File: src/logic/fetch_pkg.sv
// Widths and encodings shared by the fetch subsystem
// Word and instruction size are fixed at 32 bits

package fetch_pkg;

  //////////////////////////////
  // Datapath widths
  //////////////////////////////
  localparam int XLEN        = 32;        // Address, instruction and data width
  localparam int STRB_WIDTH  = XLEN / 8;  // One strobe per byte
  localparam int INSTR_BYTES = 4;         // PC step, no compressed instructions

  //////////////////////////////
  // Arbiter owner
  //////////////////////////////
  // Requester whose read is in flight in the memory
  typedef enum logic {
    OWNER_DATA  = 1'b0,
    OWNER_FETCH = 1'b1
  } arb_owner_e;

endpackage

File: src/logic/data_port.sv
// Load/store requester, one command at a time
// Relies on top arbiter priority so every request is granted at once

module data_port import fetch_pkg::*; (
  input  logic                  clk_i,
  input  logic                  rstn_i,
  // Command input
  input  logic                  cmd_valid_i,
  input  logic                  cmd_write_i,
  input  logic [XLEN-1:0]       cmd_addr_i,
  input  logic [XLEN-1:0]       cmd_wdata_i,
  input  logic [STRB_WIDTH-1:0] cmd_strobe_i,
  output logic                  cmd_ready_o,
  // Memory request
  output logic                  data_req_valid_o,
  output logic                  data_req_write_o,
  output logic [XLEN-1:0]       data_req_addr_o,
  output logic [XLEN-1:0]       data_req_wdata_o,
  output logic [STRB_WIDTH-1:0] data_req_strobe_o,
  input  logic                  data_req_ready_i,
  // Memory response
  input  logic                  data_rsp_valid_i,
  input  logic [XLEN-1:0]       data_rsp_data_i,
  // Load result
  output logic                  load_valid_o,
  output logic [XLEN-1:0]       load_data_o
);

  typedef enum logic [1:0] {
    DP_IDLE,  // Accepting commands
    DP_REQ,   // Command on the memory request
    DP_WAIT,  // Memory access under way
    DP_DONE   // Load word on the result port
  } dp_state_e;

  dp_state_e state_q;

  // Command register
  always_ff @(posedge clk_i) begin
    if (cmd_valid_i && cmd_ready_o) begin
      data_req_write_o  <= cmd_write_i;
      data_req_addr_o   <= cmd_addr_i;
      data_req_wdata_o  <= cmd_wdata_i;
      data_req_strobe_o <= cmd_strobe_i;
    end
    if (data_rsp_valid_i) begin
      load_data_o <= data_rsp_data_i;  // Captured for the result pulse
    end
  end

  always_ff @(posedge clk_i) begin
    if (!rstn_i) begin
      state_q <= DP_IDLE;
    end else begin
      case (state_q)
        DP_IDLE: if (cmd_valid_i)      state_q <= DP_REQ;
        DP_REQ:  if (data_req_ready_i) state_q <= DP_WAIT;
        DP_WAIT: begin
          if (data_req_write_o) begin
            state_q <= DP_IDLE;  // Store already written
          end else if (data_rsp_valid_i) begin
            state_q <= DP_DONE;
          end
        end
        default: state_q <= DP_IDLE;
      endcase
    end
  end

  assign cmd_ready_o      = (state_q == DP_IDLE);
  assign data_req_valid_o = (state_q == DP_REQ);
  assign load_valid_o     = (state_q == DP_DONE);  // One-cycle pulse

endmodule

File: config.mk
export PLATFORM = sky130hd
export DESIGN_NAME = data_port
export DESIGN_NICKNAME = d
export VERILOG_FILES = /design/src/logic/fetch_pkg.sv /design/src/logic/data_port.sv
export SDC_FILE = /design/constraint.sdc
export NUM_CORES = 1
export LEC_CHECK = 0
export BUFFER_PORTS_ARGS = -buffer_cell sky130_fd_sc_hd__buf_2
export CELL_PAD_IN_SITES_DETAIL_PLACEMENT = 1
export CELL_PAD_IN_SITES_GLOBAL_PLACEMENT = 1
export CORE_MARGIN = 2
export CORE_UTILIZATION = 35
export DETAILED_ROUTE_END_ITERATION = 7
export GPL_TIMING_DRIVEN = 0
export PLACE_DENSITY = 0.82
export SYNTH_ARGS = -nofsm -noshare
export SYNTH_HDL_FRONTEND = slang
export SYNTH_SLANG_ARGS = --single-unit
File: constraint.sdc
create_clock -name clk_i -period 6.5 [get_ports clk_i]
set_clock_uncertainty 0.15 [all_clocks]
set_input_delay 0.65 -clock clk_i [delete_from_list [all_inputs] [get_ports clk_i]]
set_output_delay 0.65 -clock clk_i [all_outputs]
set_load 0.05 [all_outputs]
# Word level (Yosys, flattened, before mapping)
# Cells that the tools add are included.
[op_classes]
reduce_logical = 3
div_mod_pow = 0
mux = 5
multipliers = 0
n_bitwise = 0
n_eq_ne = 6
n_addsub = 0
n_shift = 0
magnitude_cmp = 0
[ops]
columns = ["operator", "count"]
rows = [
  ["2-bit 2-to-1 mux", 4],
  ["2-bit one-hot mux with 3 select lines", 1],
  ["2-bit == test (second input constant)", 2],
  ["3-bit inequality test (second input constant)", 1],
  ["3-bit AND reduction", 1],
  ["2-bit by 1-bit == test with 1-bit output (second input constant)", 1],
  ["2-bit logical NOT", 1],
  ["2-bit by 1-bit inequality test with 1-bit output (second input constant)", 1],
  ["2-bit inequality test (second input constant)", 1],
  ["1-bit logical AND", 1],
]
[word_totals]
input_bits = 106
latchBits = 0
mem_bits_rw = 0
reg_bits = 103
mem_count = 0
mem_bits_ro = 0

# Longest topological paths before layout
[logic_depth]
word_depth = 3
mapped_depth = 3
depth_no_buf = 3

# Worst setup path before layout
# Ideal clock, no wire load.
[synth_timing]
path_type = "register to register"
startpoint = "register state_q[1]"
endpoint = "register data_req_addr_o[0], enable pin"
setup_slack_ns = 3.124
arrival_time_ns = 2.791
path_stages_with_launch = 3
n_path_buf = 0
t_required_ns = 5.916
path_cell_list = "dfxtp_1 > nor2_1 > and2_1"
[synth_between]
elab_chain_len = 2
[synth_lines]
columns = ["element", "line_no", "text"]
rows = [
  ["start: declaration", "data_port.sv:36", "dp_state_e state_q;"],
  ["start signal: assignment", "data_port.sv:53", "state_q <= DP_IDLE;"],
  ["start signal: assignment", "data_port.sv:56", "DP_IDLE: if (cmd_valid_i) state_q <= DP_REQ;"],
  ["start signal: assignment", "data_port.sv:57", "DP_REQ: if (data_req_ready_i) state_q <= DP_WAIT;"],
  ["2-bit logical NOT", "data_port.sv:70", "assign cmd_ready_o = (state_q == DP_IDLE);"],
  ["named net cmd_ready_o", "data_port.sv:13", "output logic cmd_ready_o,"],
  ["1-bit logical AND", "data_port.sv:40", "if (cmd_valid_i && cmd_ready_o) begin"],
  ["end signal: assignment", "data_port.sv:42", "data_req_addr_o <= cmd_addr_i;"],
  ["end: declaration", "data_port.sv:17", "output logic [XLEN-1:0] data_req_addr_o,"],
]
# The timed path passes the listed nets, and every way through them passes these cells.
# A chain may end at the register's enable or synchronous reset.

# Worst setup path after layout
[layout_timing]
startpoint = "register state_q[1]"
endpoint = "output load_valid_o"
[layout_between]
elab_chain_len = 1
[layout_lines]
columns = ["element", "line_no", "text"]
rows = [
  ["2-bit == test", "data_port.sv:72", "assign load_valid_o = (state_q == DP_DONE);"],
  ["end: declaration", "data_port.sv:25", "output logic load_valid_o,"],
]
# Every way passes these cells.

==> results.sh <==
export IMPL_ys_types=13
export IMPL_min_from="cmd_wdata_i[16]"
export IMPL_cp_start_kind="register"
export IMPL_n_fill_cell=893
export IMPL_routabilityCongestion=0.775
export IMPL_vias=1985
export IMPL_floorplan_initialDensity_pct=36.2
export IMPL_synth_area_mm2=0.00315
export IMPL_fp_coreArea_mm2=0.00872
export IMPL_power_frac_seq_pct=53.3
export IMPL_combPwrFrac_pct=17.5
export IMPL_finalSetupViolations=0
export IMPL_yosys_top_cells_count="101 x edfxtp_1, 2 x dfxtp_1, 2 x nor2_1"
export IMPL_io_buffer_count=209
export IMPL_min_path_type="input port to register"
export IMPL_wl_mm=7.95
export IMPL_numCtsBuffers=9
export IMPL_cp_max_fo=6
export IMPL_crit_type="register to output pin"
export IMPL_rr_worst_depth=2
export IMPL_p_sw_mw=0.437
export IMPL_ctsResizeCount=0
export IMPL_post_route_period_util_pct=31.7
export IMPL_layout_nets=441
export IMPL_clockBufferDepth=2
export IMPL_cts_setup_buffers=0
export IMPL_grt_pass1_wl_mm=11.6
export IMPL_dieWidth_um=98.9
export IMPL_dp_cells=432
export IMPL_hold_viol_final=0
export IMPL_yosys_area_top_type_share_pct=96.2
export IMPL_syn_nets=221
export IMPL_relSlewSlack_pct=40.4
export IMPL_regArea_mm2=0.00307
export IMPL_synthCells=115
export IMPL_ios=210
export IMPL_power_mw=1.50
export IMPL_hold_depth=1
export IMPL_p_int_mw=1.06
export IMPL_worst_slew_pin_slew_ns=0.894
export IMPL_outcome="completed"
export IMPL_multi_input_area_um2=78.8
export IMPL_via_per_inst=4.43
export IMPL_r2r_end="data_req_addr_o[5]$_DFFE_PP_"
export IMPL_rrSetupSlack_ns=4.59
export IMPL_cts_tree="built"
export IMPL_grt_overflow_total=0
export IMPL_drive_above_1_share_pct=66.8
export IMPL_root_buffer="clkbuf_8"
export IMPL_ant_nets=0
export IMPL_first_pass_iters=4
export IMPL_ctsHtreeMaxLevel=3
export IMPL_fmax_mhz=485
export IMPL_p_sw_share_pct=29.2
export IMPL_ys_seq_area_share_pct=97.5
export IMPL_ir_worst_vdd_v=0.000134
export IMPL_synth_most_common_cell="edfxtp_1"
export IMPL_cap_violations=0
export IMPL_rsz0062_at_grt="no"
export IMPL_grt_max_degree=70
export IMPL_endpoint_kind="output pin"
export IMPL_yosys_warnings=0
export IMPL_area_growth_pct=44.5
export IMPL_final_cells=448
export IMPL_cts_hold_buffers=0
export IMPL_ys_ff_latch=103
export IMPL_drc=0
export IMPL_syn_mean_instance_area_um2=27.4
export IMPL_power_density_mw_per_mm2=329
export IMPL_gr_usage_all_layers_pct=15.9
export IMPL_clk_latency_ns=0.35
export IMPL_path_clk_slew_ns=0.10
export IMPL_finalWorstSetupSlack_ns=4.44
export IMPL_dp_slack_ns=4.45
export IMPL_min_to="data_req_wdata_o[16]$_DFFE_PP_"
export IMPL_diodes=0
export IMPL_r2r_start="state_q[1]$_SDFFE_PN0P_"
export IMPL_wl_per_cell_um=17.7
export IMPL_cts_sinks=103
export IMPL_dieArea_mm2=0.00978
export IMPL_crit_arrival_ns=1.26
export IMPL_crit_required_ns=5.70
export IMPL_ys_flop_type="edfxtp_1"
export IMPL_rows=34
export IMPL_antenna_found_initial=0
export IMPL_drt_iter0_drc=60
export IMPL_synthTopCellsByArea="edfxtp_1 96%, dfxtp_1 1.3%, nor2b_4 0.44%, mux2i_1 0.32%, a22oi_1 0.24%"
export IMPL_synth_top_cell_by_area="edfxtp_1"
export IMPL_die_y_um=98.9
export IMPL_grt_pass1_vias=2111
export IMPL_pwr_share_clk_pct=29.2
export IMPL_setup_tns_ns=0
export IMPL_synth_edf_count=101
export IMPL_p_leak_nw=1.96
export IMPL_slew_viol_final=0
export IMPL_async_flop_share_pct=0
export IMPL_period_minus_slack_ns=2.06
## through the flow
step / hold slack (ns) / util, % / cell area, um2
after floorplan: 0.377 / - / 3150
final: 0.314 / 52.2 / 4560
after detailed placement: 0.449 / 49.7 / 4340
after CTS: 0.298 / 52.2 / 4560
after global routing: 0.287 / 52.2 / 4560
after global placement: 0.412 / 49.7 / 4330
## cells in the final DEF, fill, tap and decap left out, drive strengths merged, types with 2 or more instances in the layout
cell	count
buf	209
edfxtp	101
clkbuf	10
inv	3
nor2	2
bufinv	2
dfxtp	2
and2	2
nor2b	2
clkinv	2
## registers in the layout, indices dropped and copies added, names as in the netlist
signal	count
state_q	2
data_req_addr_o	32
data_req_wdata_o	32
load_data_o	32
data_req_strobe_o	4
data_req_write_o	1
## power by group through the flow
stage,combinational (mW),sequential (mW),clock (mW)
final,0.262,0.798,0.437
after global routing,0.272,0.803,0.470
after CTS,0.265,0.798,0.446
after detailed placement,0.264,0.814,0
after global placement,0.259,0.813,0
after floorplan,0.0188,0.975,0
## cell type report
class | count | area share (%)
Timing Repair Buffer | 209 | 23.0
Clock inverter | 6 | 2.00
Tap cell | 108 | 2.97
Inverter | 1 | 0.0824
Clock buffer | 10 | 2.80
Multi-Input combinational cell | 11 | 1.73
Sequential cell | 103 | 67.5
## cell families after synthesis
| kind of cell | count (synthesis) | share of synthesized area [%] |
|---|---|---|
| simple gates | 8 | 1.71 |
| flops | 103 | 97.5 |
| buf+inv | 1 | 0.119 |
| compound gates | 2 | 0.397 |
| mux | 1 | 0.317 |
## worst max-delay path, cell delays in order (launching register included)
cell	delay, ns
dfxtp_1	0.47
and2_2	0.19
buf_2	0.25
## how the worst max path moves through the flow
stage	end	depth (start not counted)	from
2_1_floorplan	data_req_addr_o[0]$_DFFE_PP_	2	state_q[1]$_SDFFE_PN0P_
3_3_place_gp	data_req_wdata_o[9]$_DFFE_PP_	2	cmd_valid_i
3_5_place_dp	data_req_wdata_o[21]$_DFFE_PP_	2	cmd_valid_i
4_1_cts	load_valid_o	2	state_q[1]$_SDFFE_PN0P_
5_1_grt	load_valid_o	2	state_q[1]$_SDFFE_PN0P_
6_report	load_valid_o	2	state_q[1]$_SDFFE_PN0P_
## routing by layer
metal	share of wire, %	GRT usage, %	vias to the layer above	routed length (um)
li1	-	-	897	-
met1	36	17.0	949	2830
met2	53	28.8	129	4210
met3	9.6	5.74	10	763
met4	1.8	5.48	0	145
met5	0	0	-	0
No activity file was read; power rests on OpenSTA's default activity.
