File: src/logic/fetch_pkg.sv
// Widths and encodings shared by the fetch subsystem
// Word and instruction size are fixed at 32 bits

package fetch_pkg;

  //////////////////////////////
  // Datapath widths
  //////////////////////////////
  localparam int XLEN        = 32;        // Address, instruction and data width
  localparam int STRB_WIDTH  = XLEN / 8;  // One strobe per byte
  localparam int INSTR_BYTES = 4;         // PC step, no compressed instructions

  //////////////////////////////
  // Arbiter owner
  //////////////////////////////
  // Requester whose read is in flight in the memory
  typedef enum logic {
    OWNER_DATA  = 1'b0,
    OWNER_FETCH = 1'b1
  } arb_owner_e;

endpackage

File: src/logic/mem_arbiter.sv
// Fixed-priority arbiter for one memory with fixed one-cycle read latency
// Data side always wins, fetch waits for an idle data port

module mem_arbiter import fetch_pkg::*; (
  input  logic                  clk_i,
  input  logic                  rstn_i,
  // Fetch side
  input  logic                  fetch_req_valid_i,
  output logic                  fetch_req_ready_o,
  input  logic [XLEN-1:0]       fetch_req_addr_i,
  output logic                  fetch_rsp_valid_o,
  output logic [XLEN-1:0]       fetch_rsp_data_o,
  // Data side
  input  logic                  data_req_valid_i,
  output logic                  data_req_ready_o,
  input  logic                  data_req_write_i,
  input  logic [XLEN-1:0]       data_req_addr_i,
  input  logic [XLEN-1:0]       data_req_wdata_i,
  input  logic [STRB_WIDTH-1:0] data_req_strobe_i,
  output logic                  data_rsp_valid_o,
  output logic [XLEN-1:0]       data_rsp_data_o,
  // Memory
  output logic                  mem_en_o,
  output logic                  mem_write_o,
  output logic [XLEN-1:0]       mem_addr_o,
  output logic [XLEN-1:0]       mem_wdata_o,
  output logic [STRB_WIDTH-1:0] mem_strobe_o,
  input  logic [XLEN-1:0]       mem_rdata_i
);

  arb_owner_e owner_q;
  logic       rd_pend_q;  // Read issued last cycle

  //////////////////////////////
  // Grant and request mux
  //////////////////////////////
  assign data_req_ready_o  = 1'b1;               // Highest priority
  assign fetch_req_ready_o = !data_req_valid_i;

  assign mem_en_o     = data_req_valid_i || fetch_req_valid_i;
  assign mem_write_o  = data_req_valid_i && data_req_write_i;  // Fetch never writes
  assign mem_addr_o   = data_req_valid_i ? data_req_addr_i : fetch_req_addr_i;
  assign mem_wdata_o  = data_req_wdata_i;
  assign mem_strobe_o = data_req_strobe_i;  // Only looked at on writes

  always_ff @(posedge clk_i) begin
    if (!rstn_i) begin
      owner_q   <= OWNER_DATA;
      rd_pend_q <= 1'b0;
    end else begin
      rd_pend_q <= mem_en_o && !mem_write_o;  // Stores get no response
      if (mem_en_o) begin
        owner_q <= data_req_valid_i ? OWNER_DATA : OWNER_FETCH;
      end
    end
  end

  //////////////////////////////
  // Response steering
  //////////////////////////////
  assign fetch_rsp_valid_o = rd_pend_q && (owner_q == OWNER_FETCH);
  assign data_rsp_valid_o  = rd_pend_q && (owner_q == OWNER_DATA);
  assign fetch_rsp_data_o  = mem_rdata_i;
  assign data_rsp_data_o   = mem_rdata_i;

endmodule

File: config.mk
export PLATFORM = sky130hd
export DESIGN_NAME = mem_arbiter
export DESIGN_NICKNAME = d
export VERILOG_FILES = /design/src/logic/fetch_pkg.sv /design/src/logic/mem_arbiter.sv
export SDC_FILE = /design/constraint.sdc
export NUM_CORES = 1
export LEC_CHECK = 0
export BUFFER_PORTS_ARGS = -buffer_cell sky130_fd_sc_hd__buf_2
export CAP_MARGIN = 30
export CORE_AREA = 4 4 104 106
export DETAILED_ROUTE_END_ITERATION = 6
export DIE_AREA = 0 0 108 110
export PLACE_DENSITY = 0.59
export SLEW_MARGIN = 25
export SYNTH_ARGS = -nofsm -noshare
export SYNTH_HDL_FRONTEND = slang
export SYNTH_SLANG_ARGS = --single-unit
File: constraint.sdc
create_clock -name clk_i -period 1 [get_ports clk_i]
set_clock_uncertainty 0.05 [all_clocks]
set_input_delay 0.2 -clock clk_i [delete_from_list [all_inputs] [get_ports clk_i]]
set_output_delay 0.2 -clock clk_i [all_outputs]
set_load 0.1 [all_outputs]
* Word level (Yosys, flattened, before mapping)
Cells that the tools add are included.
** Word-level totals
- Register bits after elaboration :: 2
- Input bits :: 137
- Output and inout bits :: 138
- Word-level logic and storage cells :: 12
** Operators by class
- Multiplexer cells :: 2
- Bitwise logic cells :: 1
- Reduce and logical (&&, ||, !) cells :: 7
** Operators with widths (number)
- 32-bit 2-to-1 mux :: 1
- 1-bit logical AND :: 4
- 1-bit logical NOT :: 2
- 1-bit logical OR :: 1
- 1-bit 2-to-1 mux :: 1
- 1-bit NOT :: 1

* Depth between registers and ports, before layout
Gate-level depths: netlist of run 1.
- Depth in word-level cells :: 3
- Gate-level depth with buffers :: 4
- Gate-level depth less buffers :: 2

* Least setup slack after synthesis of run 1
Ideal clock, no wire load.
- Path type :: register -> output
- Start :: register rd_pend_q
- End :: output port data_rsp_valid_o
- Arrival time :: 1.652 ns
- Data required time :: 0.750 ns
- Setup slack :: -0.902 ns
- Cell stages (with the launch flop) :: 2
- Buffers on the path :: 0
- Cell sequence :: dfxtp_1 -> nor2b_1
** On the way
- Longest elaborated chain between the ends :: 1
** RTL lines
- start: declaration :: line mem_arbiter.sv:32 : logic rd_pend_q;
- start signal: assignment :: line mem_arbiter.sv:51 : rd_pend_q <= mem_en_o && !mem_write_o;
- 1-bit logical AND :: line mem_arbiter.sv:62 : assign data_rsp_valid_o = rd_pend_q && (owner_q == OWNER_DATA);
- end: declaration :: line mem_arbiter.sv:20 : output logic data_rsp_valid_o,
No other way between the ends.

* Worst setup path in the final report of run 1
- Start :: input port data_req_valid_i
- End :: output port mem_addr_o[0]
** On the way
- Longest elaborated chain between the ends :: 1
** RTL lines
- start: declaration :: line mem_arbiter.sv:14 : input logic data_req_valid_i,
- 32-bit 2-to-1 mux :: line mem_arbiter.sv:42 : assign mem_addr_o = data_req_valid_i ? data_req_addr_i : fetch_req_addr_i;
- end: declaration :: line mem_arbiter.sv:25 : output logic [XLEN-1:0] mem_addr_o,
No other way between the ends.

==> results by stage, run 1 <==
Timing:
- The worst path uses 123% of the clock period.
- The routed design could run at a clock period as short as 1230 ps.
- Setup repair after global routing could not meet its margin everywhere.
- The final hold slack is 180 ps.
- The final setup TNS is -7210 ps.
- The number of endpoints with negative hold slack in the final report is 0.
- Setup violations remaining at the end of the flow were counted as 37.
- The maximum operating frequency is 815 MHz.
- The number of max-slew violations in the final report is 0.
- The final critical-path setup slack is -226 ps.

Place:
- The routability congestion estimate is 0.678.
- During placement, the flow inserted port buffers numbering 105.
- The total cell area at the placement stage is 1870 µm².
- The total instance count after detailed placement is 283.

Power:
- In this run switching power makes up 51.6% of total power.
- Summed over all cells, the static leakage comes to 0.00102 µW.
- Of the total power, registers draw 4.0%.
- In this run the power density over the cells is 1110 nW/µm².
- The internal power of the cells totals 1080 µW.
- The clock network accounts for 14.6% of the total power.
- The worst-case IR drop observed on VDD is 0.647 mV.
- The switching power of the nets is 1160 µW.
- The combinational share of power is 81.4%.

Hold path:
- The startpoint identified for the worst hold timing path is rstn_i.
- The count of cells along the worst hold path is 2.
- The worst min-delay path endpoint is owner_q.
- The worst min-delay path class is input port to flip-flop.

Layout:
- The count of antenna diodes in the layout is 0.
- For this run, the post-layout net count is 295.
- The final cell area excluding filler cells is 2030 µm².
- The number of fill cells is 1,052.
- Relative to the synthesized area, the layout overhead comes to 45.4%.
- In the final layout, the share of cells above drive strength 1 is 98.1%.
- The finished layout holds 289 standard cells, fillers aside.

Detailed routing:
- The routed layout has 921 vias.
- The routed design has 3740 µm of wire.
- The number of design-rule violations left by the first detailed-router iteration is 8.
- The residual antenna-violating net count after detailed routing is 0.
- The routed length per instance is 12.9 µm.
- For this run, design rule violations remaining after detail routing come to 0.
- The number of iterations in the first detailed-routing pass is 3.
- The ratio of routed vias to standard cells is 3.19.

Logic synthesis:
- During synthesis, Yosys emitted a total of 0 warnings.
- The async set or reset register ratio after synthesis is 0%.
- The synthesized netlist contains 14 unique library cells.
- After synthesis the cells add up to 1390 µm².
- Sorting the synthesized cells by how often they occur yields 101 x buf_4, 29 x mux2_4, 3 x buf_12, 3 x mux2_2, 2 x dfxtp_1.
- The mean post-synth cell area is 9.48 µm².
- The number of cells produced by synthesis is 147.
- The number of enable flip-flop cells after synthesis is 0.
- The post-synthesis cell type with the largest combined area is buf_4.
- Synthesis inferred 2 register bits.
- The share of the synthesized area in the top cell type is 54.4%.
- The most numerous cell in the Yosys netlist is buf_4.
- The dominant synthesized flop cell is dfxtp_1.
- In the post-synthesis netlist, the biggest area contributors are buf_4 54%, mux2_4 31%, buf_12 4.3%.
- The fraction of the yosys area taken by sequential cells is 2.87%.
- Counting every net in the synthesized netlist gives 284.

Worst setup path:
- The flop-to-flop setup slack is 300 ps.
- Counting cells, the worst reg-to-reg path comes to 1.
- The arrival time at the worst endpoint is 980 ps.
- The worst setup path is launched from an input port.
- The worst register-to-register path begins at owner_q.
- The cell type of the slowest stage on the worst timing path is mux2_4.
- The critical path is of the input port to output pin type.
- The type of destination of the critical path is an output pin.
- The critical path data required time is 750 ps.
- The endpoint of the worst-slack reg-to-reg timing path is owner_q.
- For this run, the slowest stage of the critical path takes 330 ps.
- The critical path goes through buf_12 > buf_12 > mux2_4 > buf_12.
- The cell seen most often among critical-path stages is buf_12.
- The maximum net fanout on the critical path is 7.

Run:
- The number of maximum-capacitance constraint violations is 0.

GRT:
- The via count of the first global-routing pass came to 994.
- The initial antenna violation count is 0.
- The first global-routing pass estimated 5090 µm of wire.
- The largest net degree at the start of global routing is 12.
- For this run the aggregate overflow at the end of global routing stands at 0.
- For this run, the total global-route usage over all layers was measured as 5.53%.

Clock network:
- The maximum root-to-sink buffer count is 2.
- At the later pin of the worst-skew pair, clock insertion delay measures 220 ps.
- After clock tree synthesis, the clock-pin slew on the worst setup and hold paths is 30 ps.
- Clock tree synthesis inserted a total of 3 buffers.
- TritonCTS built the clock tree.
- For this design, the CTS-stage hold fixing added 0 buffers.
- The cell at the root of the clock tree is clkbuf_8.
- CTS built an H-tree with a depth of 1.
- The clock sink count is 2.

Status:
- The final reports fail on setup timing.
- The flow ran to the end, but the final reports show violations.

Die:
- The core region is 9770 µm².
- Row generation in the floorplan step produced 36 rows.
- The horizontal die dimension is 108 µm.
- The effective utilization at floorplan is 14.3%.
- The die footprint is 11,900 µm².
- Measured along the y axis, the die boundary spans 110 µm.
- In this run the count of I/O pins placed on the die edge is 275.
-- what timing repair did --
item,4_1_cts,5_1_grt
resized for setup,13,0
setup endpoints to repair,37,37
buffers inserted,0,0
gates cloned,3,0
-- power by group through the flow --
stage | clock network (µW) | logic [µW] | registers (µW)
2_1_floorplan | 0 | 3010 | 89.4
3_3_place_gp | 0 | 1760 | 89.9
3_5_place_dp | 0 | 1780 | 90.1
4_1_cts | 344 | 1840 | 90.0
5_1_grt | 351 | 1870 | 90.6
6_report | 327 | 1820 | 89.9
-- worst max-delay path by stage --
stage | startpoint | end | depth (start not counted)
6_report | data_req_valid_i | mem_addr_o[0] | 4
5_1_grt | data_req_valid_i | mem_addr_o[0] | 4
4_1_cts | data_req_valid_i | mem_addr_o[0] | 4
3_5_place_dp | data_req_valid_i | mem_addr_o[29] | 4
3_3_place_gp | data_req_valid_i | mem_addr_o[25] | 4
2_1_floorplan | data_req_valid_i | owner_q | 4
-- flip-flops by register name, summed over array words and instances, names as in the netlist --
name       cells
owner_q        1
rd_pend_q      1
-- cell families (layout without fill, tap and decap cells) --
family,Yosys count,count (layout),share of synthesized area [%]
DFF,2,2,2.87
muxes,32,32,33.7
AOI/OAI and AO/OA,1,1,0.718
buffers and inverters,106,115,59.8
and+or+nand+nor,5,5,2.69
other,1,1,0.269
-- area by class of cell --
cell class / instances / area, µm² / share of cell area, %
Multi-Input combinational cell: 39 / 543 / 26.8
Tap cell: 133 / 166 / 8.21
Clock buffer: 3 / 41.3 / 2.04
Timing Repair Buffer: 111 / 1230 / 60.5
Inverter: 1 / 7.51 / 0.370
Sequential cell: 2 / 42.5 / 2.10
-- layer usage --
layer	global-route usage (%)	up-vias	part of all wire [%]
met2	8.75	94	52
met1	5.43	412	30
li1	-	392	-
met4	3.25	0	2.9
met5	0	-	0
met3	3.67	23	16
-- layout by cell type (no fill, tap or decap) --
| master | Yosys | routed |
|---|---|---|
| clkbuf_8 | 0 | 3 |
| buf_4 | 101 | 1 |
| buf_16 | 0 | 3 |
| dfxtp_2 | 0 | 2 |
| and3b_1 | 1 | 1 |
| buf_12 | 3 | 40 |
| o211a_1 | 1 | 1 |
| and2_4 | 0 | 2 |
| or2_4 | 1 | 1 |
| buf_2 | 0 | 67 |
| mux2_4 | 29 | 32 |
| clkinvlp_4 | 0 | 1 |
| nor2b_4 | 0 | 1 |
| conb_1 | 1 | 1 |
-- critical path, delay by kind of cell --
family	cells	cell delay [ps]
buf+inv	3	440
mux	1	330
-- metrics by stage --
stage / setup slack (ps) / utilization, % / total power [µW]
floorplan: -265 / - / 3100
global placement: -309 / 19.2 / 1850
detailed placement: -318 / 19.2 / 1870
CTS: -236 / 20.7 / 2280
global route: -242 / 20.7 / 2310
finish: -226 / 20.7 / 2240
No activity file was read; power rests on OpenSTA's default activity.
==> run 2: changes to the inputs <==
Settings changed: ABC_CLOCK_PERIOD_IN_PS set to 1000, MAX_ROUTING_LAYER set to met4.
==> results by stage, run 2 (synthesized netlist as in run 1, its figures left out) <==
GRT:
- The overflow left after global routing was 0 (unchanged).
- The met3 usage is 3.38% (was 3.67%).
- The busiest metal layer after global routing is met2 (unchanged).
- The initial antenna violation count came to 0 (unchanged).
- The first-pass GRT wire length is 5080 µm (was 5090 µm).
- The largest net degree at the start of global routing is 12 (unchanged).
- The combined global-route utilization of all metal layers is 5.69% (was 5.53%).
- The met2 capacity usage during global routing is 8.75% (unchanged).
- The met1 track utilization from global routing is 5.61% (was 5.43%).
- The via count of the first global-routing pass was 994 (unchanged).

Die:
- The die footprint came to 11,900 µm² (unchanged).
- The area of the placeable core is 9770 µm² (unchanged).
- The die height came to 110 µm (unchanged).
- The horizontal die dimension came to 108 µm (unchanged).
- The total number of placement rows was 36 (unchanged).
- The count of pins on the block boundary is 275 (unchanged).
- The effective utilization at floorplan is 14.3% (unchanged).

Detailed routing:
- The routed length per instance came to 13.0 µm (was 12.9 µm).
- The residual antenna-violating net count after detailed routing is 0 (unchanged).
- The ratio of routed vias to standard cells is 3.19 (unchanged).
- The number of iterations in the first detailed-routing pass is 3 (unchanged).
- The number of remaining DRC errors came to 0 (unchanged).
- The total detailed-routing wirelength is 3750 µm (was 3740 µm).
- The total via count in the routed design is 921 (unchanged).
- The number of design-rule violations left by the first detailed-router iteration is 9 (was 8).

Layout:
- The most common cell after layout, fill and taps aside is buf_2 (unchanged).
- The signed area change from the synthesized netlist to the final layout is 45.4% (unchanged).
- The number of nets at the end of the flow is 295 (unchanged).
- The count of antenna diodes in the layout is 0 (unchanged).
- The final cell area excluding filler cells is 2030 µm² (unchanged).
- The fraction of final layout cells with drive strength greater than 1 is 98.1% (unchanged).
- The final cell count without fillers came to 289 (unchanged).
- The fraction of the core area covered by cells at the end of the flow is 20.7% (unchanged).
- Top library cells by usage in the layout, fill and taps aside: 67 x buf_2, 40 x buf_12, 32 x mux2_4, 3 x clkbuf_8, 3 x buf_16 (unchanged).
- Largest registers: owner_q (1), rd_pend_q (1) (unchanged).

Place:
- The number of I/O port buffers is 105 (unchanged).
- The total instance count after detailed placement is 283 (unchanged).
- The routability congestion estimate is 0.685 (was 0.678).
- The total cell area at the placement stage is 1870 µm² (unchanged).

Power:
- The power per cell area is 1110 nW/µm² (about the same).
- The peak supply drop is 0.647 mV (about the same).
- The net switching fraction of the power is 51.7% (was 51.6%).
- The leakage power figure is 0.00102 µW (unchanged).
- The portion of total power attributed to sequential cells is 4.0% (about the same).
- The cell-internal power is 1080 µW (about the same).
- The clock group share of total power is 14.7% (was 14.6%).
- The switching power of the nets is 1160 µW (about the same).
- The sum of internal, switching and leakage power came to 2240 µW (about the same).
- The combinational share of power is 81.3% (was 81.4%).

Timing:
- The final critical-path share of the clock period is 123% (about the same).
- The setup-violating endpoint count in the final report is 37 (unchanged).
- The maximum operating frequency is 816 MHz (was 815 MHz).
- The number of endpoints with negative hold slack in the final report is 0 (unchanged).
- Setup repair after global routing missed its margin: true (unchanged).
- The minimum clock period after layout is 1230 ps (about the same).
- The final critical-path setup slack is -226 ps (about the same).
- The number of max-slew violations in the final report is 0 (unchanged).

Worst setup path:
- The count of buffering cells on the critical path with inverters included is 3 (unchanged).
- The family with the most delay on the worst path is buffers and inverters (unchanged).
- The cell seen most often among critical-path stages is buf_12 (unchanged).
- The arrival time at the worst endpoint is 980 ps (about the same).
- The category of the worst setup path launch point was an input port (unchanged).
- The stage delay of the slowest cell on the critical path is 330 ps (about the same).
- The cell type of the slowest stage on the worst timing path is mux2_4 (unchanged).
- The critical path data required time is 750 ps (about the same).
- The flop-to-flop setup slack is 300 ps (about the same).
- The maximum net fanout on the critical path is 7 (unchanged).
- The category of the most critical setup path is input port to output pin (unchanged).
- The type of destination of the critical path was an output pin (unchanged).
- Worst-path cell chain: buf_12 > buf_12 > mux2_4 > buf_12 (unchanged).

Run:
- The number of maximum-capacitance constraint violations was 0 (unchanged).

Clock network:
- The clock sink count is 2 (unchanged).
- The TritonCTS clock tree is yes (unchanged).
- The number of levels the H-tree was split into is 1 (unchanged).
- The maximum root-to-sink buffer count was 2 (unchanged).
- The number of buffers created by CTS is 3 (unchanged).
- The source-to-sink clock delay at the later pin of the worst-skew pair is 220 ps (about the same).
- The clock-pin slew on the worst setup and hold paths is 30 ps (about the same).
- The buffers inserted during post-CTS setup optimization is 0 (unchanged).
- The cell at the root of the clock tree is clkbuf_8 (unchanged).
- The number of hold buffers added after CTS was 0 (unchanged).

Status:
- Outcome: complete, but fails checks (unchanged).
- Violations in the final reports: setup timing (unchanged).

Hold path:
- The worst min-delay path class was input port to flip-flop (unchanged).
-- run 2: cell counts in the layout (fill, tap and decap cells not counted) --
Identical to the previous run, type by type.
-- run 2: worst paths after layout --
path,from,to,cells after the start
min,rstn_i,owner_q,2
min reg2reg,owner_q,owner_q,1
max,data_req_valid_i,mem_addr_o[0],4
max reg2reg,owner_q,owner_q,1
-- run 2: layout make-up --
class	count	area, µm²
clock buffer	3	41.3
multi-input combinational	39	543
tap	133	166
timing repair buffer	111	1230
fill	1052	7750
sequential	2	42.5
inverter	1	7.51
-- run 2: repair_timing --
| action | CTS | global route |
|---|---|---|
| cloned | 3 | 0 |
| gates resized for setup | 13 | 0 |
| setup endpoints to repair | 37 | 37 |
-- run 2: layer usage --
layer	vias to the layer above	routed length, µm	part of all wire, %
li1	392	-	-
met1	414	1170	31
met2	92	1930	51
met3	23	542	14
met4	0	110	2.9
met5	-	0	0
-- run 2: power by group through the flow --
stage	registers (µW)	logic (µW)	clock network, µW
after floorplan	89.4	3010	0
after global placement	89.9	1760	0
after detailed placement	90.1	1780	0
after CTS	90.0	1840	344
after global routing	90.6	1870	351
final	89.9	1820	329
-- run 2: per-stage QoR --
step | hold slack, ps | setup TNS, ps | worst slack, ps
after floorplan | 288 | -5200 | -265
after global placement | 351 | -9810 | -309
after detailed placement | 351 | -10120 | -318
after CTS | 175 | -7650 | -236
after global routing | 193 | -7940 | -242
final | 179 | -7210 | -226
