===== src/logic/fetch_pkg.sv =====
// Widths and encodings shared by the fetch subsystem
// Word and instruction size are fixed at 32 bits

package fetch_pkg;

  //////////////////////////////
  // Datapath widths
  //////////////////////////////
  localparam int XLEN        = 32;        // Address, instruction and data width
  localparam int STRB_WIDTH  = XLEN / 8;  // One strobe per byte
  localparam int INSTR_BYTES = 4;         // PC step, no compressed instructions

  //////////////////////////////
  // Arbiter owner
  //////////////////////////////
  // Requester whose read is in flight in the memory
  typedef enum logic {
    OWNER_DATA  = 1'b0,
    OWNER_FETCH = 1'b1
  } arb_owner_e;

endpackage


===== src/logic/fetch_unit.sv =====
// Instruction fetch unit, expects a memory that answers every read one cycle later
// Responses cannot stall, so at most two words are held or in flight
// Misaligned jump traps and stops fetching until the next aligned jump

module fetch_unit import fetch_pkg::*; #(
  parameter logic [XLEN-1:0] BOOT_ADDR = 32'h8000_0000
) (
  input  logic            clk_i,
  input  logic            rstn_i,
  // Memory request
  output logic            fetch_req_valid_o,
  input  logic            fetch_req_ready_i,
  output logic [XLEN-1:0] fetch_req_addr_o,
  // Memory response
  input  logic            fetch_rsp_valid_i,
  input  logic [XLEN-1:0] fetch_rsp_data_i,
  // Decoder side
  output logic [XLEN-1:0] dec_instr_o,
  output logic [XLEN-1:0] dec_pc_o,
  output logic            dec_valid_o,
  input  logic            dec_ready_i,
  // Redirect
  input  logic            jmp_valid_i,
  input  logic [XLEN-1:0] jmp_addr_i,
  // Trap
  output logic            exception_o,
  output logic [XLEN-1:0] fault_addr_o
);

  localparam int CNT_W   = 2;
  localparam int ALIGN_W = $clog2(INSTR_BYTES);

  typedef enum logic [1:0] {
    S_EMPTY,  // Nothing held
    S_BUSY,   // Output register holds a word
    S_FULL,   // Output and skid registers hold words
    S_ADDR    // Waiting to issue from a new address
  } ifu_state_e;

  ifu_state_e      state_q, state_next;
  logic [XLEN-1:0] out_q, skid_q;
  logic [CNT_W-1:0] pend_q, pend_next;  // All reads in flight
  logic [CNT_W-1:0] drop_q;             // Oldest in-flight reads to throw away
  logic [CNT_W-1:0] useful, held;
  logic [CNT_W:0]   occ;
  logic            trap_q, jmp_ok;
  logic            fetch_req_fire, dec_fire, rsp_keep, rsp_drop;
  logic            load, flow, fill, unload, drain, restart;

  assign fetch_req_fire = fetch_req_valid_o && fetch_req_ready_i;
  assign dec_fire       = dec_valid_o && dec_ready_i;
  assign rsp_keep       = fetch_rsp_valid_i && (drop_q == '0);
  assign rsp_drop       = fetch_rsp_valid_i && (drop_q != '0);
  assign jmp_ok         = jmp_valid_i && (jmp_addr_i[ALIGN_W-1:0] == '0);

  //////////////////////////////
  // Occupancy and request gate
  //////////////////////////////
  always_comb begin
    case (state_q)
      S_BUSY:  held = CNT_W'(1);
      S_FULL:  held = CNT_W'(2);
      default: held = '0;
    endcase
  end

  assign useful    = pend_q - drop_q;
  assign pend_next = pend_q + CNT_W'(fetch_req_fire) - CNT_W'(fetch_rsp_valid_i);
  // Words that remain once this cycle's decoder transfer leaves
  assign occ = {1'b0, held} + {1'b0, useful} - (CNT_W + 1)'(dec_fire);

  assign fetch_req_valid_o = !trap_q && (occ < (CNT_W + 1)'(2));  // Room for one more

  always_ff @(posedge clk_i) begin
    if (!rstn_i) begin
      pend_q <= '0;
      drop_q <= '0;
    end else begin
      pend_q <= pend_next;
      if (jmp_valid_i) begin
        drop_q <= pend_next;  // Everything outstanding is stale
      end else if (rsp_drop) begin
        drop_q <= drop_q - CNT_W'(1);
      end
    end
  end

  //////////////////////////////
  // Request address and PC
  //////////////////////////////
  always_ff @(posedge clk_i) begin
    if (!rstn_i) begin
      fetch_req_addr_o <= BOOT_ADDR;
      dec_pc_o         <= BOOT_ADDR;
    end else begin
      if (jmp_ok) begin
        fetch_req_addr_o <= jmp_addr_i;
      end else if (fetch_req_fire) begin
        fetch_req_addr_o <= fetch_req_addr_o + XLEN'(INSTR_BYTES);
      end
      if (jmp_ok) begin
        dec_pc_o <= jmp_addr_i;
      end else if (dec_fire) begin
        dec_pc_o <= dec_pc_o + XLEN'(INSTR_BYTES);
      end
    end
  end

  // Trap level, cleared only by an aligned jump
  always_ff @(posedge clk_i) begin
    if (!rstn_i) begin
      trap_q <= 1'b0;
    end else if (jmp_valid_i) begin
      trap_q <= !jmp_ok;
    end
  end

  always_ff @(posedge clk_i) begin
    if (jmp_valid_i && !jmp_ok) begin
      fault_addr_o <= jmp_addr_i;
    end
  end

  assign exception_o = trap_q;

  //////////////////////////////
  // Skid buffer FSM
  //////////////////////////////
  always_comb begin
    load    = (state_q == S_EMPTY) && rsp_keep;
    flow    = (state_q == S_BUSY) && rsp_keep && dec_fire;
    fill    = (state_q == S_BUSY) && rsp_keep && !dec_fire;
    unload  = (state_q == S_BUSY) && !rsp_keep && dec_fire;
    drain   = (state_q == S_FULL) && dec_fire;  // No response can land while full
    restart = (state_q == S_ADDR) && fetch_req_fire;
  end

  always_comb begin
    state_next = state_q;
    if (load || flow || drain) state_next = S_BUSY;
    if (fill)                  state_next = S_FULL;
    if (unload)                state_next = S_EMPTY;
    if (restart)               state_next = S_EMPTY;
    if (jmp_valid_i)           state_next = S_ADDR;  // Held words dropped
  end

  always_ff @(posedge clk_i) begin
    if (!rstn_i) begin
      state_q <= S_EMPTY;
    end else begin
      state_q <= state_next;
    end
  end

  always_ff @(posedge clk_i) begin
    if (load || flow || drain) begin
      out_q <= drain ? skid_q : fetch_rsp_data_i;
    end
    if (fill) begin
      skid_q <= fetch_rsp_data_i;  // Decoder stalled, park the new word
    end
  end

  assign dec_instr_o = out_q;
  assign dec_valid_o = (state_q == S_BUSY) || (state_q == S_FULL);

endmodule


===== config.mk =====
export PLATFORM = sky130hd
export DESIGN_NAME = fetch_unit
export DESIGN_NICKNAME = d
export VERILOG_FILES = /design/src/logic/fetch_pkg.sv /design/src/logic/fetch_unit.sv
export SDC_FILE = /design/constraint.sdc
export NUM_CORES = 1
export LEC_CHECK = 0
export ABC_CLOCK_PERIOD_IN_PS = 8200
export BUFFER_PORTS_ARGS = -buffer_cell sky130_fd_sc_hd__clkbuf_2
export CORE_UTILIZATION = 57
export DETAILED_ROUTE_END_ITERATION = 16
export GPL_ROUTABILITY_DRIVEN = 0
export GPL_TIMING_DRIVEN = 0
export PLACE_DENSITY = 0.86
export SYNTH_ARGS = -nofsm -noshare
export SYNTH_HDL_FRONTEND = slang
export SYNTH_SLANG_ARGS = --single-unit

===== constraint.sdc =====
create_clock -name clk_i -period 8.2 [get_ports clk_i]
set_input_delay 1.23 -clock clk_i [delete_from_list [all_inputs] [get_ports clk_i]]
set_output_delay 1.23 -clock clk_i [all_outputs]
set_load 0.05 [all_outputs]

# Yosys cells after proc, flatten, opt, wreduce, memory -nomap -nowiden
# Cells that the tools add are included.
# word_totals
reg_bits,167
in_bits,70
output_inout_bits,131
# op_classes
add_sub_neg,8
magnitude_cmp,1
n_eq_ne,3
muxes,13
reduce_logical,30
# ops
cell,count
32-bit 2-to-1 mux,5
32-bit by 3-bit adder with 32-bit output (second input constant),2
1-bit logical AND,15
2-bit 2-to-1 mux,7
2-bit nonzero test,4
2-bit logical NOT,3
5-bit nonzero test,1
2-bit equality test (second input constant),2
1-bit logical NOT,4
2-bit one-hot mux with 2 select lines,1
2-bit by 2-bit adder with 3-bit output,1
1-bit logical OR,3
3-bit by 2-bit < comparator with 1-bit output (second input constant),1
3-bit by 1-bit subtractor with 3-bit output,1
2-bit by 1-bit adder with 2-bit output,1
2-bit by 1-bit equality test with 1-bit output (second input constant),1
2-bit by 1-bit subtractor with 2-bit output,1
2-bit by 1-bit subtractor with 2-bit output (second input constant),1
2-bit subtractor,1

# Longest topological paths before layout
# Gate-level depths: netlist of run 1.
# logic_depth
ltp_word,11
depth_mapped,16
mapped_depth_nobuf,16

# Least setup slack after synthesis of run 1
# OpenSTA, ideal clock, no wires.
# synth_path
path_type,input-to-reg
start,input dec_ready_i
end,register state_q[0]
arrival_time_ns,4.739
required_time_ns,8.130
path_slack_ns,3.391
stages,5
n_path_buf,1
cell_sequence,and2_0 -> buf_1 -> a21oi_1 -> o21ai_0 -> o221a_2
# synth_via
elab_chain_len,8
# synth_lines
item,line,text
"start, declared",fetch_unit.sv:21,"input logic dec_ready_i,"
1-bit logical AND (*),fetch_unit.sv:51,assign dec_fire = dec_valid_o && dec_ready_i;
3-bit by 1-bit subtractor with 3-bit output,fetch_unit.sv:70,"assign occ = {1'b0, held} + {1'b0, useful} - (CNT_W + 1)'(dec_fire);"
3-bit by 2-bit < comparator with 1-bit output,fetch_unit.sv:72,assign fetch_req_valid_o = !trap_q && (occ < (CNT_W + 1)'(2));
1-bit logical AND,fetch_unit.sv:72,
1-bit logical AND,fetch_unit.sv:50,assign fetch_req_fire = fetch_req_valid_o && fetch_req_ready_i;
1-bit logical AND,fetch_unit.sv:135,restart = (state_q == S_ADDR) && fetch_req_fire;
2-bit 2-to-1 mux,fetch_unit.sv:143,if (restart) state_next = S_EMPTY;
2-bit 2-to-1 mux,fetch_unit.sv:144,if (jmp_valid_i) state_next = S_ADDR;
"end signal, assigned",fetch_unit.sv:151,state_q <= state_next;
"end, declared",fetch_unit.sv:40,"ifu_state_e state_q, state_next;"
# Mark *: on every way between the ends. The rest lies on a longest branch, timed or not.
# A chain may end at the register's enable or synchronous reset.

# Final worst setup path of run 1
# layout_path
start,register state_q[1]
end,output fetch_req_valid_o
# layout_via
elab_chain_len,6
# layout_lines
item,line,text
2-bit equality test / 2-bit by 1-bit equality test with 1-bit output (equally long branches),"fetch_unit.sv:60, fetch_unit.sv:165",
2-bit one-hot mux with 2 select lines / 1-bit logical OR (equally long branches),"fetch_unit.sv:60, fetch_unit.sv:165",
2-bit by 2-bit adder with 3-bit output / 1-bit logical AND (equally long branches),"fetch_unit.sv:70, fetch_unit.sv:51",
3-bit by 1-bit subtractor with 3-bit output (*),fetch_unit.sv:70,
3-bit by 2-bit < comparator with 1-bit output (*),fetch_unit.sv:72,
1-bit logical AND (*),fetch_unit.sv:72,
"end, declared",fetch_unit.sv:11,"output logic fetch_req_valid_o,"
# Marks and branches as above.

==> impl_results.md, run 1 <==
* YS warnings at 0
* Ratio of final minimum period to clock period at 0.5802
* Mux share of post-synthesis cell area at 0.04980
* Routed wire per std cell at 19.75 um
* Count leader, synth: edfxtp_1
* Root Driver: clkbuf_16
* Cts repair resizes at 0
* Avg Cell Area, Syn at ~11 um2
* H-tree lvl count at 4
* Synth Instances at approximately 660
* Die area at around 14000 um2
* Endpoints failing hold at 0
* Synth-to-layout area growth at 25.34%
* Fin Setup TNS at 0 ps
* Number of synthesized flops with an enable pin at 96
* Outcome: finished clean
* # Max-Cap Violations at 0
* Congestion Overflow GR at 0
* Synth Area in XOR/XNOR at 0.02700
* Post-synthesis simple-gate area fraction at 0.1844
* Synth cell types at 56
* Clock Path Buffers at 2
* Worst Path Max Fanout at 9
* FFs w/ async S/R, synth at 0
* Die X at between 100 and 150 um
* TritonCTS clock tree: yes
* Hold-fix buffers, CTS at 0
* Initial core utilization at 0.5889
* Number of fill cells in the layout at ~900
* Worst-Margin Slew at just under 1000 ps
* Largest net degree at the start of global routing at 33
* Clk pin slew, worst setup/hold paths at 70 ps
* Leak pwr at 3.559 nW
* Final core utilization at 0.7381
* Cell area after synthesis at 7462 um2
* #FFs+latches synth at between 150 and 200
* Initial antenna violation count at 2
* Num CTS Buffers at 17
* Die Height at 116.4 um
* Vias in the first global route at slightly above 6000
* Seq. cell area at 4304 um2
* Ys flop type: edfxtp_1
* DRT Pass-1 Iters at 5
* Post-synth top cells: edfxtp_1 (96), dfxtp_1 (71), nand2_1 (41), o21ai_0 (38), mux2_2 (33)
* Port buffer count at 199
* Core ar. at 12670 um2
* Worst hold path class: flop to flop
* Top cells by area, synth: edfxtp_1 (39%), dfxtp_1 (19%), mux2_2 (5.0%), o21ai_0 (2.5%), nand4_1 (2.3%)
* Req. time, crit path at 6970 ps
* Residual DRC at 0
* Largest family of logic cells by synthesized area: simple AND/OR/NAND/NOR gates
* Maximum vdd drop at about 0.00021 V
* RSZ-0062 raised after global routing: no
* Compound-gate portion of the synthesized area at 0.1137
* Post-DP HPWL at 15.08 mm
* Fin nets at 961
* Area of the multi-input gates at 2998 um2
* Slew HR at 0.3444
* Share of the synthesized area in the top cell type at 0.3863
* Post-synth net total at 739
* Total GRT Usage at 0.3204
* Final Max Slew Viols at 0
* Adder-cell share of the synthesized area at 0.02448
* Seq/Total Area, Yosys at 0.5768
* Post-layout min period at between 4000 and 5000 ps
* Layout cell share with drive strength beyond 1 at 0.3135
* DR vias at 6663
* R2r setup slk at 3750 ps
* Core Rows at between 40 and 50
* Final setup fails at 0
* Startpoint Class: flop
* PwrDens at 288.5 nW/um2
* Max Freq at 210.2 MHz
* Final hold slack at 481.9 ps
* Final worst clock skew at 8.574 ps
* DR vias/cell at 6.262
* CP Class: flop to output pin
* Arrival time worst endpoint at 3530 ps
* Cell taking the most area after synthesis: edfxtp_1
* Worst setup EP type: output pin
* Routed WL at 21.02 mm
* Post-CTS setup buffer count at 0
* Detail Route Antenna Nets at 0
* Total clock sinks at ~170
* Io pins at 201
* Clock Latency Late Sink at 440 ps
* Global-route wire length before repair at 32.18 mm
* Initial drt markers at approximately 810
final timing paths:
path | to | start | cells past startpoint
setup / recovery | fetch_req_valid_o | state_q[1]$_SDFFE_PN0P_ | 9
hold reg to reg | dec_pc_o[0]$_SDFFE_PN0P_ | dec_pc_o[0]$_SDFFE_PN0P_ | 1
hold / removal | dec_pc_o[0]$_SDFFE_PN0P_ | dec_pc_o[0]$_SDFFE_PN0P_ | 1
setup reg to reg | drop_q[1]$_SDFFE_PN0P_ | state_q[1]$_SDFFE_PN0P_ | 16
registers in the layout, indices dropped and copies added (netlist names):
register	count
dec_pc_o	32
fault_addr_o	32
dec_instr_o	32
drop_q	2
skid_q	32
fetch_req_addr_o	32
pend_q	2
exception_o	1
state_q	2
layout by cell type, fill, tap and decap left out, types with 7 or more instances in the layout:
cell type	Yosys	layout
a211oi_1	12	12
a21oi_1	22	22
a31oi_1	19	19
and2_1	11	11
and3_1	14	14
and4_1	19	19
buf_1	8	8
clkbuf_1	20	21
clkbuf_16	0	17
clkbuf_2	0	199
dfxtp_1	71	71
edfxtp_1	96	96
ha_1	13	13
inv_1	13	13
mux2_2	33	33
nand2_1	41	41
nand3_1	24	24
nand4_1	28	28
nor2_1	20	20
nor3_1	26	26
nor4_1	17	17
o21ai_0	38	37
o31ai_1	11	11
or3_1	10	10
or4_1	16	16
xnor2_1	16	16
xor2_1	7	7
per-layer routing:
layer / share of wire / GRT usage / wire length, um / vias up
li1: - / - / - / 3015
met5: 0 / 0 / 0 / -
met2: 0.47 / 0.4915 / 9871 / 437
met4: 0.032 / 0.1752 / 677 / 0
met3: 0.11 / 0.08822 / 2353 / 68
met1: 0.39 / 0.4131 / 8115 / 3143
worst max-delay path, cell delays in order, from the launching register on:
cell	delay [ps]
dfxtp_1	420
inv_1	110
ha_1	380
nand2_1	210
nor2_1	240
o21bai_1	120
fa_1	420
xnor2_1	780
nor3b_1	110
clkbuf_2	290
metrics by stage:
step / cell area, um2 / worst slack (ps) / total power (W) / cells
floorplan: 7462 / 3391 / 0.001658 / 655
global placement: 8673 / 1767 / 0.001863 / 1026
detailed placement: 8756 / 3410 / 0.001895 / 1030
CTS: 9348 / 3427 / 0.002700 / 1062
global route: 9353 / 3228 / 0.002802 / 1064
finish: 9353 / 3442 / 0.002698 / 1064
logic make-up after synthesis:
logic type,after synthesis
muxes,33
adders and majority gates,14
buffers and inverters,46
xor gates and xnor gates,23
and+or+nand+nor,240
AOI/OAI and AO/OA,132
DFF,167
report_power, final:
group	switching, W	total, W	internal (W)	leakage (nW)
clock	0.000353	0.000810	0.000457	0.283
sequential	0.0000639	0.00107	0.00100	1.48
combinational	0.000603	0.000822	0.000219	1.80
cell type report:
class | count | area share
Buffer | 32 | 0.01338
Tap cell | 172 | 0.02301
Clock inverter | 14 | 0.01739
Timing Repair Buffer | 203 | 0.1134
Antenna cell | 2 | 0.0005351
Inverter | 14 | 0.005619
Multi-Input combinational cell | 442 | 0.3205
Clock buffer | 18 | 0.04589
Sequential cell | 167 | 0.4602
Power figures use the tool's default switching activity.
==> inputs of run 2 (changes only) <==
--- a/config.mk
+++ b/config.mk
@@ -5,13 +5,13 @@
 export SDC_FILE = /design/constraint.sdc
 export NUM_CORES = 1
 export LEC_CHECK = 0
-export ABC_CLOCK_PERIOD_IN_PS = 8200
+export ABC_CLOCK_PERIOD_IN_PS = 4200
 export BUFFER_PORTS_ARGS = -buffer_cell sky130_fd_sc_hd__clkbuf_2
-export CORE_UTILIZATION = 57
+export CORE_UTILIZATION = 48
 export DETAILED_ROUTE_END_ITERATION = 16
 export GPL_ROUTABILITY_DRIVEN = 0
 export GPL_TIMING_DRIVEN = 0
-export PLACE_DENSITY = 0.86
+export PLACE_DENSITY = 0.77
 export SYNTH_ARGS = -nofsm -noshare
 export SYNTH_HDL_FRONTEND = slang
 export SYNTH_SLANG_ARGS = --single-unit
==> constraint.sdc (replaced) <==
create_clock -name clk_i -period 4.2 [get_ports clk_i]
set_input_delay 0.63 -clock clk_i [delete_from_list [all_inputs] [get_ports clk_i]]
set_output_delay 0.63 -clock clk_i [all_outputs]
set_load 0.05 [all_outputs]
==> impl_results.md, run 2 (same netlist as run 1, synthesis figures left out) <==
* Clock Path Buffers at 2
* Global-route wire length before repair at 32.85 mm
* Clock Latency Late Sink at 430 ps
* Die Height at 126.7 um
* Ratio of final minimum period to clock period at 0.9618
* Reg2reg end: drop_q[1]$_SDFFE_PN0P_
* Routed WL at between 20 and 25 mm
* Worst-Margin Slew at 905.4 ps
* Req. time, crit path at approximately 4500 ps
* DR vias at 6663
* Die area at 16050 um2
* Num CTS Buffers at 17
* Residual DRC at 0
* Vias in the first global route at between 5000 and 6000
* Reg2reg path depth at 16
* Slew HR at 0.3957
* Endpoints failing hold at 0
* Hold Path End: fault_addr_o[10]$_DFFE_PP_
* Largest net degree at the start of global routing at 33
* Outcome: finished clean
* DR vias/cell at 6.192
* DP Area at between 8000 and 9000 um2
* RSZ-0062 raised after global routing: no
* Leading cell types in the layout, fill and taps excluded: clkbuf_2 (199), edfxtp_1 (96), dfxtp_1 (71)
* Leak pwr at 3.580 nW
* DRT Pass-1 Iters at 5
* Final Max Slew Viols at 0
* Final setup fails at 0
* Crit. Startpoint: state_q[1]$_SDFFE_PN0P_
* Initial antenna violation count at 0
* H-tree lvl count at 4
* Total GRT Usage at 0.2705
* Core Rows at 45
* Port buffer count at 199
* Arrival time worst endpoint at roughly 4400 ps
* Layout cell share with drive strength beyond 1 at 0.3153
* Worst hold path class: input pin to flop
* Detail Route Antenna Nets at 0
* Fin area at 9404 um2
* TritonCTS clock tree: yes
* Initial core utilization at 0.4909
* Worst reg2reg path startpoint: state_q[1]$_SDFFE_PN0P_
* Maximum vdd drop at around 0.00029 V
* Worst setup EP type: flop
* Final worst clock skew at 8.535 ps
* Routed wire per std cell at 19.80 um
* Post-layout min period at roughly 4000 ps
* Startpoint Class: flop
* Post-CTS setup buffer count at 0
* DP Worst Slack at -133.6 ps
* Clk pin slew, worst setup/hold paths at 70 ps
* CP Class: flop to flop
* Initial drt markers at 787
* Io pins at 201
* Worst Path Max Fanout at 8
* HP Start: jmp_addr_i[10]
* Root Driver: clkbuf_16
* Hold path depth at 1
* R2r setup slk at 160 ps
* N_diodes at 0
* Post-DP HPWL at 15.44 mm
* Die X at 126.7 um
* Fin nets at around 960
* Final WS setup at 160.6 ps
* Congestion Overflow GR at 0
* Total clock sinks at 167
* Core ar. at 15200 um2
* Synth-to-layout area growth at 26.02%
* PwrDens at 566.4 nW/um2
* Max Freq at 247.6 MHz
* Most common cell after layout, fill and taps aside: clkbuf_2
* # Max-Cap Violations at 0
run 2: per-layer routing:
layer	routed length, um	track usage	vias up
met5	0	0	-
met4	506	0.1036	0
met3	2567	0.08098	50
met2	9541	0.4017	458
met1	8690	0.3735	3134
li1	-	-	3021
run 2: repair_timing:
| item | 4_1_cts | 5_1_grt |
|---|---|---|
| hold buffers | 0 | 0 |
| gates resized for setup | 2 | 1 |
| endpoints found under the setup margin | 1 | 1 |
| hold endpoints to repair | 0 | 0 |
run 2: stage by stage:
stage / utilization / power, W / TNS (ps) / hold WS (ps) / cells
floorplan: - / 0.003234 / 0 / 493.7 / 655
global placement: 0.5722 / 0.003657 / -11240 / 466.1 / 1042
finish: 0.6186 / 0.005326 / 0 / 382.5 / 1076
CTS: 0.6183 / 0.005323 / 0 / 366.4 / 1076
detailed placement: 0.5770 / 0.003703 / -133.6 / 467.1 / 1044
global route: 0.6186 / 0.005533 / 0 / 361.4 / 1076
run 2: area by class of cell:
class	instances	area (um2)
Timing Repair Buffer	201	1051
Fill cell	1241	5798
Multi-Input combinational cell	442	3017
Clock buffer	17	425.4
Tap cell	188	235.2
Buffer	32	125.1
Sequential cell	167	4304
Clock inverter	15	192.7
Inverter	14	53.80
run 2: worst max-delay path, stage by stage (launching register included):
cell and delay [ps]:
dfxtp_1 420, inv_1 110, ha_1 380, nand2_1 210, nor2_1 230, o21bai_1 120
fa_1 550, nand3b_1 230, nor2_4 260, clkinv_2 220, ha_1 330, inv_1 40
ha_1 180, xor2_1 150, xnor2_1 150, nor2_1 70, mux2_2 280
run 2: worst max-delay path by stage:
stage,endpoint,slack [ps],cells past startpoint
final,drop_q[1]$_SDFFE_PN0P_,160,16
after global routing,drop_q[1]$_SDFFE_PN0P_,20,16
after CTS,drop_q[1]$_SDFFE_PN0P_,90,16
after detailed placement,drop_q[1]$_SDFFE_PN0P_,-130,16
after global placement,state_q[0]$_SDFFE_PN0P_,-420,7
after floorplan,fetch_req_valid_o,130,8
run 2: power breakdown:
group          switching [W]  internal, W
logic                0.00120     0.000441
clock network       0.000741     0.000862
registers           0.000127      0.00196
total                0.00207      0.00326
